`src/source/mcu_io_pkg.sv`:
```
// I/O hub shared definitions
// Data widths, I/O address map, interrupt slots and UART timing

package mcu_io_pkg;

  // Bus and cell widths
  localparam int IO_WIDTH  = 24;                  // Processor data cell
  localparam int IO_ADDR_W = 15;                  // I/O address
  localparam int WB_DATA_W = 32;                  // Wishbone data
  localparam int WB_ADDR_W = 15;                  // Wishbone address

  // Serial timing
  localparam logic [15:0] UART_PERIOD = 16'd8;    // Clocks per serial bit

  // Interrupts
  localparam int IRQS      = 2;                   // External request lines
  localparam int IRQ_NUM   = 8;                   // Pending slots, slot 0 unused
  localparam int IRQ_CYCLE = 1;                   // Timer overflow
  localparam int IRQ_UTX   = 2;                   // UART ready for next byte
  localparam int IRQ_URX   = 3;                   // UART byte received
  localparam int IRQ_EXT0  = 4;                   // First external line

  // I/O address map
  localparam logic [14:0] A_UART_DATA = 15'd0;    // Rx byte / tx byte
  localparam logic [14:0] A_UART_STAT = 15'd1;    // Tx ready, rx full
  localparam logic [14:0] A_TIMER     = 15'd2;    // Count / reload period
  localparam logic [14:0] A_IRQ_PEND  = 15'd3;    // Pending slots
  localparam logic [14:0] A_WB_ADR    = 15'd4;    // Bus address
  localparam logic [14:0] A_WB_DLO    = 15'd5;    // Data bits 23:0
  localparam logic [14:0] A_WB_DHI    = 15'd6;    // Data bits 31:24, write starts
  localparam logic [14:0] A_WB_RD     = 15'd7;    // Starts a bus read

endpackage

```
`src/source/io_decode.sv`:
```
// I/O space decoder
// Turns processor read and write strobes into one-cycle peripheral strobes
// and returns the addressed read word one cycle after the read strobe

module io_decode (
  input  logic                                clk,
  input  logic                                p_reset_n,
  input  logic                                io_rd_i,        // Processor read strobe
  input  logic                                io_wr_i,        // Processor write strobe
  input  logic [mcu_io_pkg::IO_ADDR_W-1:0]    io_addr_i,
  input  logic [mcu_io_pkg::IO_WIDTH-1:0]     io_din_i,       // Write data, used by peripherals
  output logic [mcu_io_pkg::IO_WIDTH-1:0]     io_dout_o,      // Registered read data
  // UART side
  output logic                                u_wr_o,         // Send a byte
  output logic                                u_rd_o,         // Byte taken, clears full
  input  logic [7:0]                          u_rx_data_i,
  input  logic                                u_tx_ready_i,
  input  logic                                u_rx_full_i,
  // Timer and interrupt side
  output logic                                t_wr_o,         // Load reload period
  input  logic [mcu_io_pkg::IO_WIDTH-1:0]     t_count_i,
  input  logic [mcu_io_pkg::IRQ_NUM-1:0]      ipend_i,
  // Bridge side
  output logic                                wb_adr_wr_o,
  output logic                                wb_dlo_wr_o,
  output logic                                wb_dhi_wr_o,    // Also starts a bus write
  output logic                                wb_rd_go_o,     // Starts a bus read
  input  logic [mcu_io_pkg::WB_DATA_W-1:0]    wb_rdata_i
);
  import mcu_io_pkg::*;

  logic                sel_udata;                 // Address hits
  logic                sel_ustat;
  logic                sel_timer;
  logic                sel_ipend;
  logic                sel_wbadr;
  logic                sel_wbdlo;
  logic                sel_wbdhi;
  logic                sel_wbrd;
  logic [IO_WIDTH-1:0] rd_word;                   // Read value before the register

  assign sel_udata = (io_addr_i == A_UART_DATA);
  assign sel_ustat = (io_addr_i == A_UART_STAT);
  assign sel_timer = (io_addr_i == A_TIMER);
  assign sel_ipend = (io_addr_i == A_IRQ_PEND);
  assign sel_wbadr = (io_addr_i == A_WB_ADR);
  assign sel_wbdlo = (io_addr_i == A_WB_DLO);
  assign sel_wbdhi = (io_addr_i == A_WB_DHI);
  assign sel_wbrd  = (io_addr_i == A_WB_RD);

  // Write side strobes, peripherals act at the next edge
  assign u_wr_o      = io_wr_i & sel_udata;
  assign t_wr_o      = io_wr_i & sel_timer;
  assign wb_adr_wr_o = io_wr_i & sel_wbadr;
  assign wb_dlo_wr_o = io_wr_i & sel_wbdlo;
  assign wb_dhi_wr_o = io_wr_i & sel_wbdhi;
  assign wb_rd_go_o  = io_wr_i & sel_wbrd;

  // Read side strobe, taking the rx byte empties the UART
  assign u_rd_o = io_rd_i & sel_udata;

  // Read multiplexer
  always_comb begin
    rd_word = '0;                                 // Unmapped and write-only read zero
    if (sel_udata) begin
      rd_word = IO_WIDTH'(u_rx_data_i);
    end else if (sel_ustat) begin
      rd_word = IO_WIDTH'({u_rx_full_i, u_tx_ready_i});
    end else if (sel_timer) begin
      rd_word = t_count_i;
    end else if (sel_ipend) begin
      rd_word = IO_WIDTH'(ipend_i);
    end else if (sel_wbdlo) begin
      rd_word = wb_rdata_i[IO_WIDTH-1:0];         // Low 24 bits
    end else if (sel_wbdhi) begin
      rd_word = IO_WIDTH'(wb_rdata_i[WB_DATA_W-1:IO_WIDTH]);  // High 8 bits
    end
  end

  // Read word holds until the next read
  always_ff @(posedge clk) begin
    if (!p_reset_n) begin
      io_dout_o <= '0;
    end else if (io_rd_i) begin
      io_dout_o <= rd_word;
    end
  end

endmodule

```
`src/source/uart.sv`:
```
// Byte-wide UART
// 8N1 transmitter and receiver at a fixed bit period, rx input
// passes a two-flop synchronizer before the start-bit search

module uart (
  input  logic       clk,
  input  logic       p_reset_n,
  input  logic       wr_i,                        // Send din_i
  input  logic [7:0] din_i,
  output logic       ready_o,                     // Transmitter idle
  input  logic       rd_i,                        // Byte taken
  output logic [7:0] dout_o,                      // Last received byte
  output logic       full_o,                      // Received byte waiting
  input  logic       rxd_i,                       // Asynchronous serial in
  output logic       txd_o
);
  import mcu_io_pkg::*;

  // Transmitter state
  logic [9:0]  tx_sr;                             // Stop, data, start, LSB out first
  logic        tx_busy;
  logic [15:0] tx_cnt;                            // Clocks within a bit
  logic [3:0]  tx_bits;                           // Bits sent of this frame

  // Receiver state
  logic        rx_s1;                             // Synchronizer stages
  logic        rx_s2;
  logic        rx_busy;                           // Frame in progress
  logic [15:0] rx_cnt;                            // Clocks to the next sample
  logic [3:0]  rx_bits;                           // 0 start, 1..8 data, 9 stop
  logic        rx_tick;                           // Sample point
  logic [7:0]  rx_sr;                             // Incoming data bits
  logic [7:0]  rx_data;                           // Completed byte
  logic        rx_full;

  assign txd_o   = tx_sr[0];
  assign ready_o = ~tx_busy;
  assign dout_o  = rx_data;
  assign full_o  = rx_full;

  // Transmit one frame per accepted write
  always_ff @(posedge clk) begin
    if (!p_reset_n) begin
      tx_sr   <= '1;                              // Line idles high
      tx_busy <= 1'b0;
      tx_cnt  <= '0;
      tx_bits <= '0;
    end else if (wr_i && !tx_busy) begin
      tx_sr   <= {1'b1, din_i, 1'b0};
      tx_busy <= 1'b1;
      tx_cnt  <= '0;
      tx_bits <= '0;
    end else if (tx_busy) begin
      if (tx_cnt == UART_PERIOD - 16'd1) begin
        tx_cnt <= '0;
        tx_sr  <= {1'b1, tx_sr[9:1]};             // Next bit, fill with idle
        if (tx_bits == 4'd9) begin
          tx_busy <= 1'b0;                        // Stop bit done
        end else begin
          tx_bits <= tx_bits + 4'd1;
        end
      end else begin
        tx_cnt <= tx_cnt + 16'd1;
      end
    end
  end

  assign rx_tick = rx_busy && (rx_cnt == '0);

  // Receiver control
  always_ff @(posedge clk) begin
    if (!p_reset_n) begin
      rx_s1   <= 1'b1;
      rx_s2   <= 1'b1;
      rx_busy <= 1'b0;
      rx_cnt  <= '0;
      rx_bits <= '0;
      rx_full <= 1'b0;
    end else begin
      rx_s1 <= rxd_i;
      rx_s2 <= rx_s1;
      if (rd_i) begin
        rx_full <= 1'b0;
      end
      if (!rx_busy) begin
        if (!rx_s2) begin                         // Start bit edge
          rx_busy <= 1'b1;
          rx_cnt  <= (UART_PERIOD >> 1) - 16'd1;  // Go to mid start bit
          rx_bits <= '0;
        end
      end else if (rx_tick) begin
        rx_cnt  <= UART_PERIOD - 16'd1;
        rx_bits <= rx_bits + 4'd1;
        if (rx_bits == 4'd0 && rx_s2) begin
          rx_busy <= 1'b0;                        // Glitch, not a start bit
        end
        if (rx_bits == 4'd9) begin
          rx_busy <= 1'b0;
          if (rx_s2) begin
            rx_full <= 1'b1;                      // Wins over a same-cycle read
          end
        end
      end else begin
        rx_cnt <= rx_cnt - 16'd1;
      end
    end
  end

  // Receiver data path
  always_ff @(posedge clk) begin
    if (rx_tick && rx_bits != 4'd0 && rx_bits != 4'd9) begin
      rx_sr <= {rx_s2, rx_sr[7:1]};               // LSB arrives first
    end
    if (rx_tick && rx_bits == 4'd9 && rx_s2) begin
      rx_data <= rx_sr;                           // Overwrites an unread byte
    end
  end

endmodule

```
`src/source/irq_ctrl.sv`:
```
// Interrupt controller
// Reloadable cycle timer, latched request slots and a priority vector
// for the highest pending slot

module irq_ctrl (
  input  logic                                clk,
  input  logic                                p_reset_n,
  input  logic                                t_wr_i,         // Load reload period
  input  logic [mcu_io_pkg::IO_WIDTH-1:0]     t_period_i,
  output logic [mcu_io_pkg::IO_WIDTH-1:0]     t_count_o,
  input  logic                                tx_ready_i,
  input  logic                                rx_full_i,
  input  logic [mcu_io_pkg::IRQS-1:0]         irqs_i,         // External strobes
  input  logic                                iack_i,         // Clears slot ivec_o
  output logic [mcu_io_pkg::IRQ_NUM-1:0]      ipend_o,
  output logic                                irq_o,
  output logic [2:0]                          ivec_o
);
  import mcu_io_pkg::*;

  logic [IO_WIDTH-1:0] period;                    // 0 stops the timer
  logic [IO_WIDTH-1:0] count;
  logic                cyc_ev;                    // Timer wraps this cycle
  logic                tx_ready_d;                // Edge detect history
  logic                rx_full_d;
  logic [IRQ_NUM-1:0]  ireq;                      // New requests
  logic [IRQ_NUM-1:0]  iclr;                      // Acknowledged slot
  logic [IRQ_NUM-1:0]  ipend;

  assign cyc_ev = (period != '0) && (count == period) && !t_wr_i;

  always_ff @(posedge clk) begin
    if (!p_reset_n) begin
      period <= '0;
      count  <= '0;
    end else if (t_wr_i) begin
      period <= t_period_i;
      count  <= '0;                               // Keeps count within the period
    end else if (cyc_ev) begin
      count <= '0;
    end else if (period != '0) begin
      count <= count + 1'b1;
    end
  end

  always_comb begin
    ireq                   = '0;
    ireq[IRQ_CYCLE]        = cyc_ev;
    ireq[IRQ_UTX]          = tx_ready_i & ~tx_ready_d;   // Rising edges only
    ireq[IRQ_URX]          = rx_full_i & ~rx_full_d;
    ireq[IRQ_EXT0 +: IRQS] = irqs_i;
  end

  assign iclr = iack_i ? (IRQ_NUM'(1) << ivec_o) : '0;

  always_ff @(posedge clk) begin
    if (!p_reset_n) begin
      tx_ready_d <= 1'b1;                         // Ready is high out of reset
      rx_full_d  <= 1'b0;
      ipend      <= '0;
    end else begin
      tx_ready_d <= tx_ready_i;
      rx_full_d  <= rx_full_i;
      ipend      <= (ipend & ~iclr) | ireq;       // Set wins over clear
    end
  end

  // Highest slot number wins
  always_comb begin
    ivec_o = '0;
    for (int i = 1; i < IRQ_NUM; i++) begin
      if (ipend[i]) begin
        ivec_o = 3'(i);
      end
    end
  end

  assign irq_o     = |ipend;
  assign ipend_o   = ipend;
  assign t_count_o = count;

endmodule

```
`src/source/wb_bridge.sv`:
```
// Wishbone master bridge
// Holds the bus address and the assembled write word, runs single read
// or write cycles and holds the processor while a cycle is open

module wb_bridge (
  input  logic                                clk,
  input  logic                                p_reset_n,
  input  logic                                adr_wr_i,       // Load address
  input  logic                                dlo_wr_i,       // Load data 23:0
  input  logic                                dhi_wr_i,       // Load data 31:24, start write
  input  logic                                rd_go_i,        // Start read
  input  logic [mcu_io_pkg::IO_WIDTH-1:0]     wdata_i,
  output logic [mcu_io_pkg::WB_DATA_W-1:0]    rdata_o,        // Captured read data
  output logic                                hold_o,         // Processor stall
  // Bus side
  output logic [mcu_io_pkg::WB_ADDR_W-1:0]    adr_o,
  output logic [mcu_io_pkg::WB_DATA_W-1:0]    dat_o,
  input  logic [mcu_io_pkg::WB_DATA_W-1:0]    dat_i,
  output logic                                we_o,
  output logic                                stb_o,
  input  logic                                ack_i
);
  import mcu_io_pkg::*;

  logic busy;                                     // Bus cycle open
  logic start;

  assign start = (dhi_wr_i | rd_go_i) & ~busy;

  always_ff @(posedge clk) begin
    if (!p_reset_n) begin
      busy <= 1'b0;
      we_o <= 1'b0;
    end else if (start) begin
      busy <= 1'b1;
      we_o <= dhi_wr_i;                           // 1 write, 0 read
    end else if (busy && ack_i) begin
      busy <= 1'b0;                               // Drops the cycle after ack
      we_o <= 1'b0;
    end
  end

  // Address and write word stay put while stb_o is high
  always_ff @(posedge clk) begin
    if (adr_wr_i && !busy) begin
      adr_o <= wdata_i[WB_ADDR_W-1:0];
    end
    if (dlo_wr_i && !busy) begin
      dat_o[IO_WIDTH-1:0] <= wdata_i;
    end
    if (dhi_wr_i && !busy) begin
      dat_o[WB_DATA_W-1:IO_WIDTH] <= wdata_i[WB_DATA_W-IO_WIDTH-1:0];
    end
    if (busy && ack_i && !we_o) begin
      rdata_o <= dat_i;                           // Read data in the ack cycle
    end
  end

  assign stb_o  = busy;
  assign hold_o = busy;

endmodule

```
`src/source/mcu_io.sv`:
```
// MCU I/O hub
// Connects the processor I/O port to the UART, interrupt controller
// and Wishbone bridge through the I/O decoder

module mcu_io (
  input  logic                                clk,
  input  logic                                p_reset_n,
  // Processor I/O port
  input  logic                                io_rd_i,
  input  logic                                io_wr_i,
  input  logic [mcu_io_pkg::IO_ADDR_W-1:0]    io_addr_i,
  input  logic [mcu_io_pkg::IO_WIDTH-1:0]     io_din_i,
  output logic [mcu_io_pkg::IO_WIDTH-1:0]     io_dout_o,
  output logic                                hold_o,         // Stall while bus busy
  // Serial line
  input  logic                                rxd_i,
  output logic                                txd_o,
  // Wishbone master
  output logic [mcu_io_pkg::WB_ADDR_W-1:0]    adr_o,
  output logic [mcu_io_pkg::WB_DATA_W-1:0]    dat_o,
  input  logic [mcu_io_pkg::WB_DATA_W-1:0]    dat_i,
  output logic                                we_o,
  output logic                                stb_o,
  input  logic                                ack_i,
  // Interrupts
  input  logic [mcu_io_pkg::IRQS-1:0]         irqs_i,
  input  logic                                iack_i,
  output logic                                irq_o,
  output logic [2:0]                          ivec_o
);
  import mcu_io_pkg::*;

  logic                 u_wr;                     // UART strobes and status
  logic                 u_rd;
  logic [7:0]           u_rx_data;
  logic                 u_tx_ready;
  logic                 u_rx_full;
  logic                 t_wr;                     // Timer load
  logic [IO_WIDTH-1:0]  t_count;
  logic [IRQ_NUM-1:0]   ipend;
  logic                 wb_adr_wr;                // Bridge strobes
  logic                 wb_dlo_wr;
  logic                 wb_dhi_wr;
  logic                 wb_rd_go;
  logic [WB_DATA_W-1:0] wb_rdata;

  io_decode dec0 (
    .clk(clk), .p_reset_n(p_reset_n),
    .io_rd_i(io_rd_i), .io_wr_i(io_wr_i), .io_addr_i(io_addr_i),
    .io_din_i(io_din_i), .io_dout_o(io_dout_o),
    .u_wr_o(u_wr), .u_rd_o(u_rd), .u_rx_data_i(u_rx_data),
    .u_tx_ready_i(u_tx_ready), .u_rx_full_i(u_rx_full),
    .t_wr_o(t_wr), .t_count_i(t_count), .ipend_i(ipend),
    .wb_adr_wr_o(wb_adr_wr), .wb_dlo_wr_o(wb_dlo_wr), .wb_dhi_wr_o(wb_dhi_wr),
    .wb_rd_go_o(wb_rd_go), .wb_rdata_i(wb_rdata)
  );

  uart uart0 (
    .clk(clk), .p_reset_n(p_reset_n),
    .wr_i(u_wr), .din_i(io_din_i[7:0]), .ready_o(u_tx_ready),
    .rd_i(u_rd), .dout_o(u_rx_data), .full_o(u_rx_full),
    .rxd_i(rxd_i), .txd_o(txd_o)
  );

  irq_ctrl irq0 (
    .clk(clk), .p_reset_n(p_reset_n),
    .t_wr_i(t_wr), .t_period_i(io_din_i), .t_count_o(t_count),
    .tx_ready_i(u_tx_ready), .rx_full_i(u_rx_full), .irqs_i(irqs_i),
    .iack_i(iack_i), .ipend_o(ipend), .irq_o(irq_o), .ivec_o(ivec_o)
  );

  wb_bridge wb0 (
    .clk(clk), .p_reset_n(p_reset_n),
    .adr_wr_i(wb_adr_wr), .dlo_wr_i(wb_dlo_wr), .dhi_wr_i(wb_dhi_wr),
    .rd_go_i(wb_rd_go), .wdata_i(io_din_i), .rdata_o(wb_rdata), .hold_o(hold_o),
    .adr_o(adr_o), .dat_o(dat_o), .dat_i(dat_i),
    .we_o(we_o), .stb_o(stb_o), .ack_i(ack_i)
  );

endmodule

```
`config.mk`:
```
export PLATFORM = sky130hd
export DESIGN_NAME = mcu_io
export DESIGN_NICKNAME = d
export VERILOG_FILES = /design/src/source/mcu_io_pkg.sv /design/src/source/io_decode.sv /design/src/source/uart.sv /design/src/source/irq_ctrl.sv /design/src/source/wb_bridge.sv /design/src/source/mcu_io.sv
export SDC_FILE = /design/constraint.sdc
export NUM_CORES = 1
export LEC_CHECK = 0
export ABC_AREA = 1
export BUFFER_PORTS_ARGS = -buffer_cell sky130_fd_sc_hd__buf_2
export CELL_PAD_IN_SITES_DETAIL_PLACEMENT = 1
export CELL_PAD_IN_SITES_GLOBAL_PLACEMENT = 1
export CORE_ASPECT_RATIO = 1.25
export CORE_MARGIN = 8
export CORE_UTILIZATION = 47
export CTS_BUF_LIST = sky130_fd_sc_hd__clkbuf_4
export CTS_CLUSTER_SIZE = 40
export DETAILED_ROUTE_END_ITERATION = 12
export GPL_ROUTABILITY_DRIVEN = 0
export GPL_TIMING_DRIVEN = 0
export PLACE_DENSITY = 0.9
export SETUP_SLACK_MARGIN = 0.5
export SLEW_MARGIN = 25
export SYNTH_ARGS = -nofsm -noshare
export SYNTH_HDL_FRONTEND = slang
export SYNTH_SLANG_ARGS = --single-unit
```
`constraint.sdc`:
```
create_clock -name clk -period 5.85 [get_ports clk]
set_input_delay 1.17 -clock clk [delete_from_list [all_inputs] [get_ports clk]]
set_output_delay 1.17 -clock clk [all_outputs]
set_load 0.1 [all_outputs]
```
==> results.toml <==
[yosys]
yosys.area_share.simple_pct = 26.2
ys_seq_elements = 233
yosysSeqAreaShare_pct = 53.5
synthDistinctLibCells = 41
synth_cells = 1250
syn_area_um2 = 10500
synth_top_family_by_area = "simple AND/OR/NAND/NOR gates"
synth_compound_area_share_pct = 9.47
synth_xor_area_share_pct = 2.50
yosys_warnings = 0
synth_fp_nets = 1339
synth_fa_ha_area_share_pct = 1.07
synth_area_per_cell_um2 = 8.40
synthMuxAreaShare_pct = 0

[grt]
grt.busiest_layer = "met2"
grt_util_met1_pct = 26.5
grtUsageTotal_pct = 25.5
grt_pass1_vias = 10800
antenna_found_initial = 2
grt-ovfl-total = 0
grt_max_degree = 26
globalRouteMet3Util_pct = 5.03
use_met2_pct = 46.9
grt_first_pass_wirelength_um = 55700

[clock_tree]
path_clk_slew_ps = 70
cts_hold_buffers = 0
post_cts_buffers = 0
htreeDepth = 2
clockRootBuffer = "clkbuf_4"
cts_buffers = 58
cts_tree = "built"
cts.path.max_buffers = 3
ctsResizeCount = 0
insertion_delay_ps = 700
clkSinkCount = 233

[critical_path]
start_kind = "flip-flop"
crit_fanout = 4
slowest_delay_ps = 520
cp_common_cell = "o21ai_0"
path_class = "reg -> out"
critPathRequiredTime_ps = 4680
cp_cell_sequence = "inv_1 > o21ai_0 > a21oi_1 > o21ai_0 > buf_2"
cp.arrival_ps = 2400
crit_slowest_cell = "buf_2"
end_kind = "output port"

[timing]
drv_slew = 0
worst_pin_slew_ps = 740
min_period_ps = 3570
rsz0062_at_grt = "no"
fin_crit_sh_pct = 61.0
setup_viol = 0
fmax_mhz = 280
maxSlewHeadroom_pct = 50.5
finalHoldViolCount = 0
fin_worst_skew_ps = 30.7
holdWs_ps = 428
tns_ps = 0

[floorplan]
die_h_um = 183
io_pins = 159
die_area_um2 = 27400
fp.dieW_um = 150
start_util_pct = 47.5
rows = 61
core_um2 = 22100

[cells_and_area]
drive_gt1_share_pct = 21.0
area_growth_pct = 19.1
most-common-layout-cells = "nand2_1 (238), buf_2 (167), nor2_1 (143)"
layout.nets = 1562
layout.cells.most_common = "nand2_1"
fillers = 2790

[routing]
vias_per_cell = 5.55
drcViolationCount = 0
wl_per_cell_um = 19.6
firstDrtPassIters = 5
drt_iter0_drc = 648
ant_nets = 0
totalWireLength_um = 35500
vias = 10000

[pwr]
ir_drop_uv = 150
power.density_nw_per_um2 = 266
p_leak_uw = 0.00492

[run_status]
status = "finished clean"

[run]
cap_violations = 0

[placed_design]
io_buffers = 157
dp_hpwl_um = 26600

[min_path]
hp-class = "reg -> reg"
-- where the power goes --
group          internal (uW)  switching (uW)
Clock                    725             685
Combinational           64.2             147
Sequential              1700            11.0
-- sequential cells by signal, indices dropped and copies added (netlist names), 4 cells and up --
name            cells
wb0.adr_o          15
irq0.ipend_o        8
uart0.rx_cnt       16
irq0.t_count_o     24
uart0.tx_cnt       16
uart0.tx_sr         9
uart0.dout_o        8
wb0.dat_o          32
uart0.rx_bits       4
irq0.period        24
wb0.rdata_o        32
uart0.tx_bits       4
dec0.io_dout_o     24
uart0.rx_sr         8
-- worst max-delay path: cells and delay by family, from the launching register on --
| kind | cells | cell delay, ps |
|---|---|---|
| AO/OA/AOI/OAI | 3 | 750 |
| flip-flops | 1 | 350 |
| buffers and inverters | 2 | 610 |
-- metrics by stage --
stage / util, % / std cells / power (uW) / setup WS, ps / area (um2)
floorplan: - / 1250 / 1870 / 1910 / 10500
global placement: 52.6 / 1690 / 1940 / 398 / 11600
detailed placement: 53.0 / 1696 / 1950 / 2430 / 11700
CTS: 56.5 / 1804 / 3350 / 2290 / 12500
global route: 56.5 / 1806 / 3460 / 2200 / 12500
finish: 56.5 / 1806 / 3330 / 2280 / 12500
-- synthesized netlist by cell type (all sizes together) --
master  number  area share [%]
nand3      104             5.1
a31oi        1           0.060
nand4       44             2.6
a311oi       1           0.083
nor4         3            0.18
nor2       152             5.8
ha           9             1.1
buf         21             1.4
dfxtp      138              26
clkbuf      20            0.71
o31ai        1           0.071
nand2      242             8.7
edfxtp      95              27
a211oi       3            0.21
inv        145             5.2
o211ai      11            0.79
or2          4            0.24
o22ai        1           0.060
and3         1           0.060
xor2        28             2.3
a22oi        6            0.43
nor3        40             2.5
o21ai       66             3.1
a21oi       97             4.6
nor3b        2            0.19
nand3b      11            0.79
clkinv       2           0.071
xnor2        2            0.17
-- path summary, 6_finish.rpt --
check                   from         endpoint  slack (ps)  depth (start not counted)
max reg2reg  uart0.rx_cnt[4]   uart0.rx_sr[6]        3690                          5
min reg2reg   irq0.rx_full_d  irq0.ipend_o[3]         430                          1
min           irq0.rx_full_d  irq0.ipend_o[3]         430                          1
max          irq0.ipend_o[1]        ivec_o[0]        2280                          5
-- logic make-up after synthesis --
| group | Yosys count |
|---|---|
| simple gates | 603 |
| fa+ha+maj | 9 |
| compound gates | 187 |
| flops | 233 |
| xor+xnor | 30 |
| buf+inv | 188 |
-- area by class of cell --
class                      instances  area (um2)  area share (%)
sequential                       233        5620            44.9
clock buffer                      94         706            5.64
inverter                         147         552            4.41
tap                              283         354            2.83
antenna                            2        5.00          0.0400
buffer                            41         219            1.75
clock inverter                    14        57.6           0.460
multi-input combinational        829        4150            33.2
timing repair buffer             163         851            6.80
-- per-layer routing --
layer  vias up  wire, um
met5         -         0
met4         0      1810
met3       125      1990
met2       346     18600
met1      4891     13000
li1       4662         -
(Power assumes the default switching activity.)
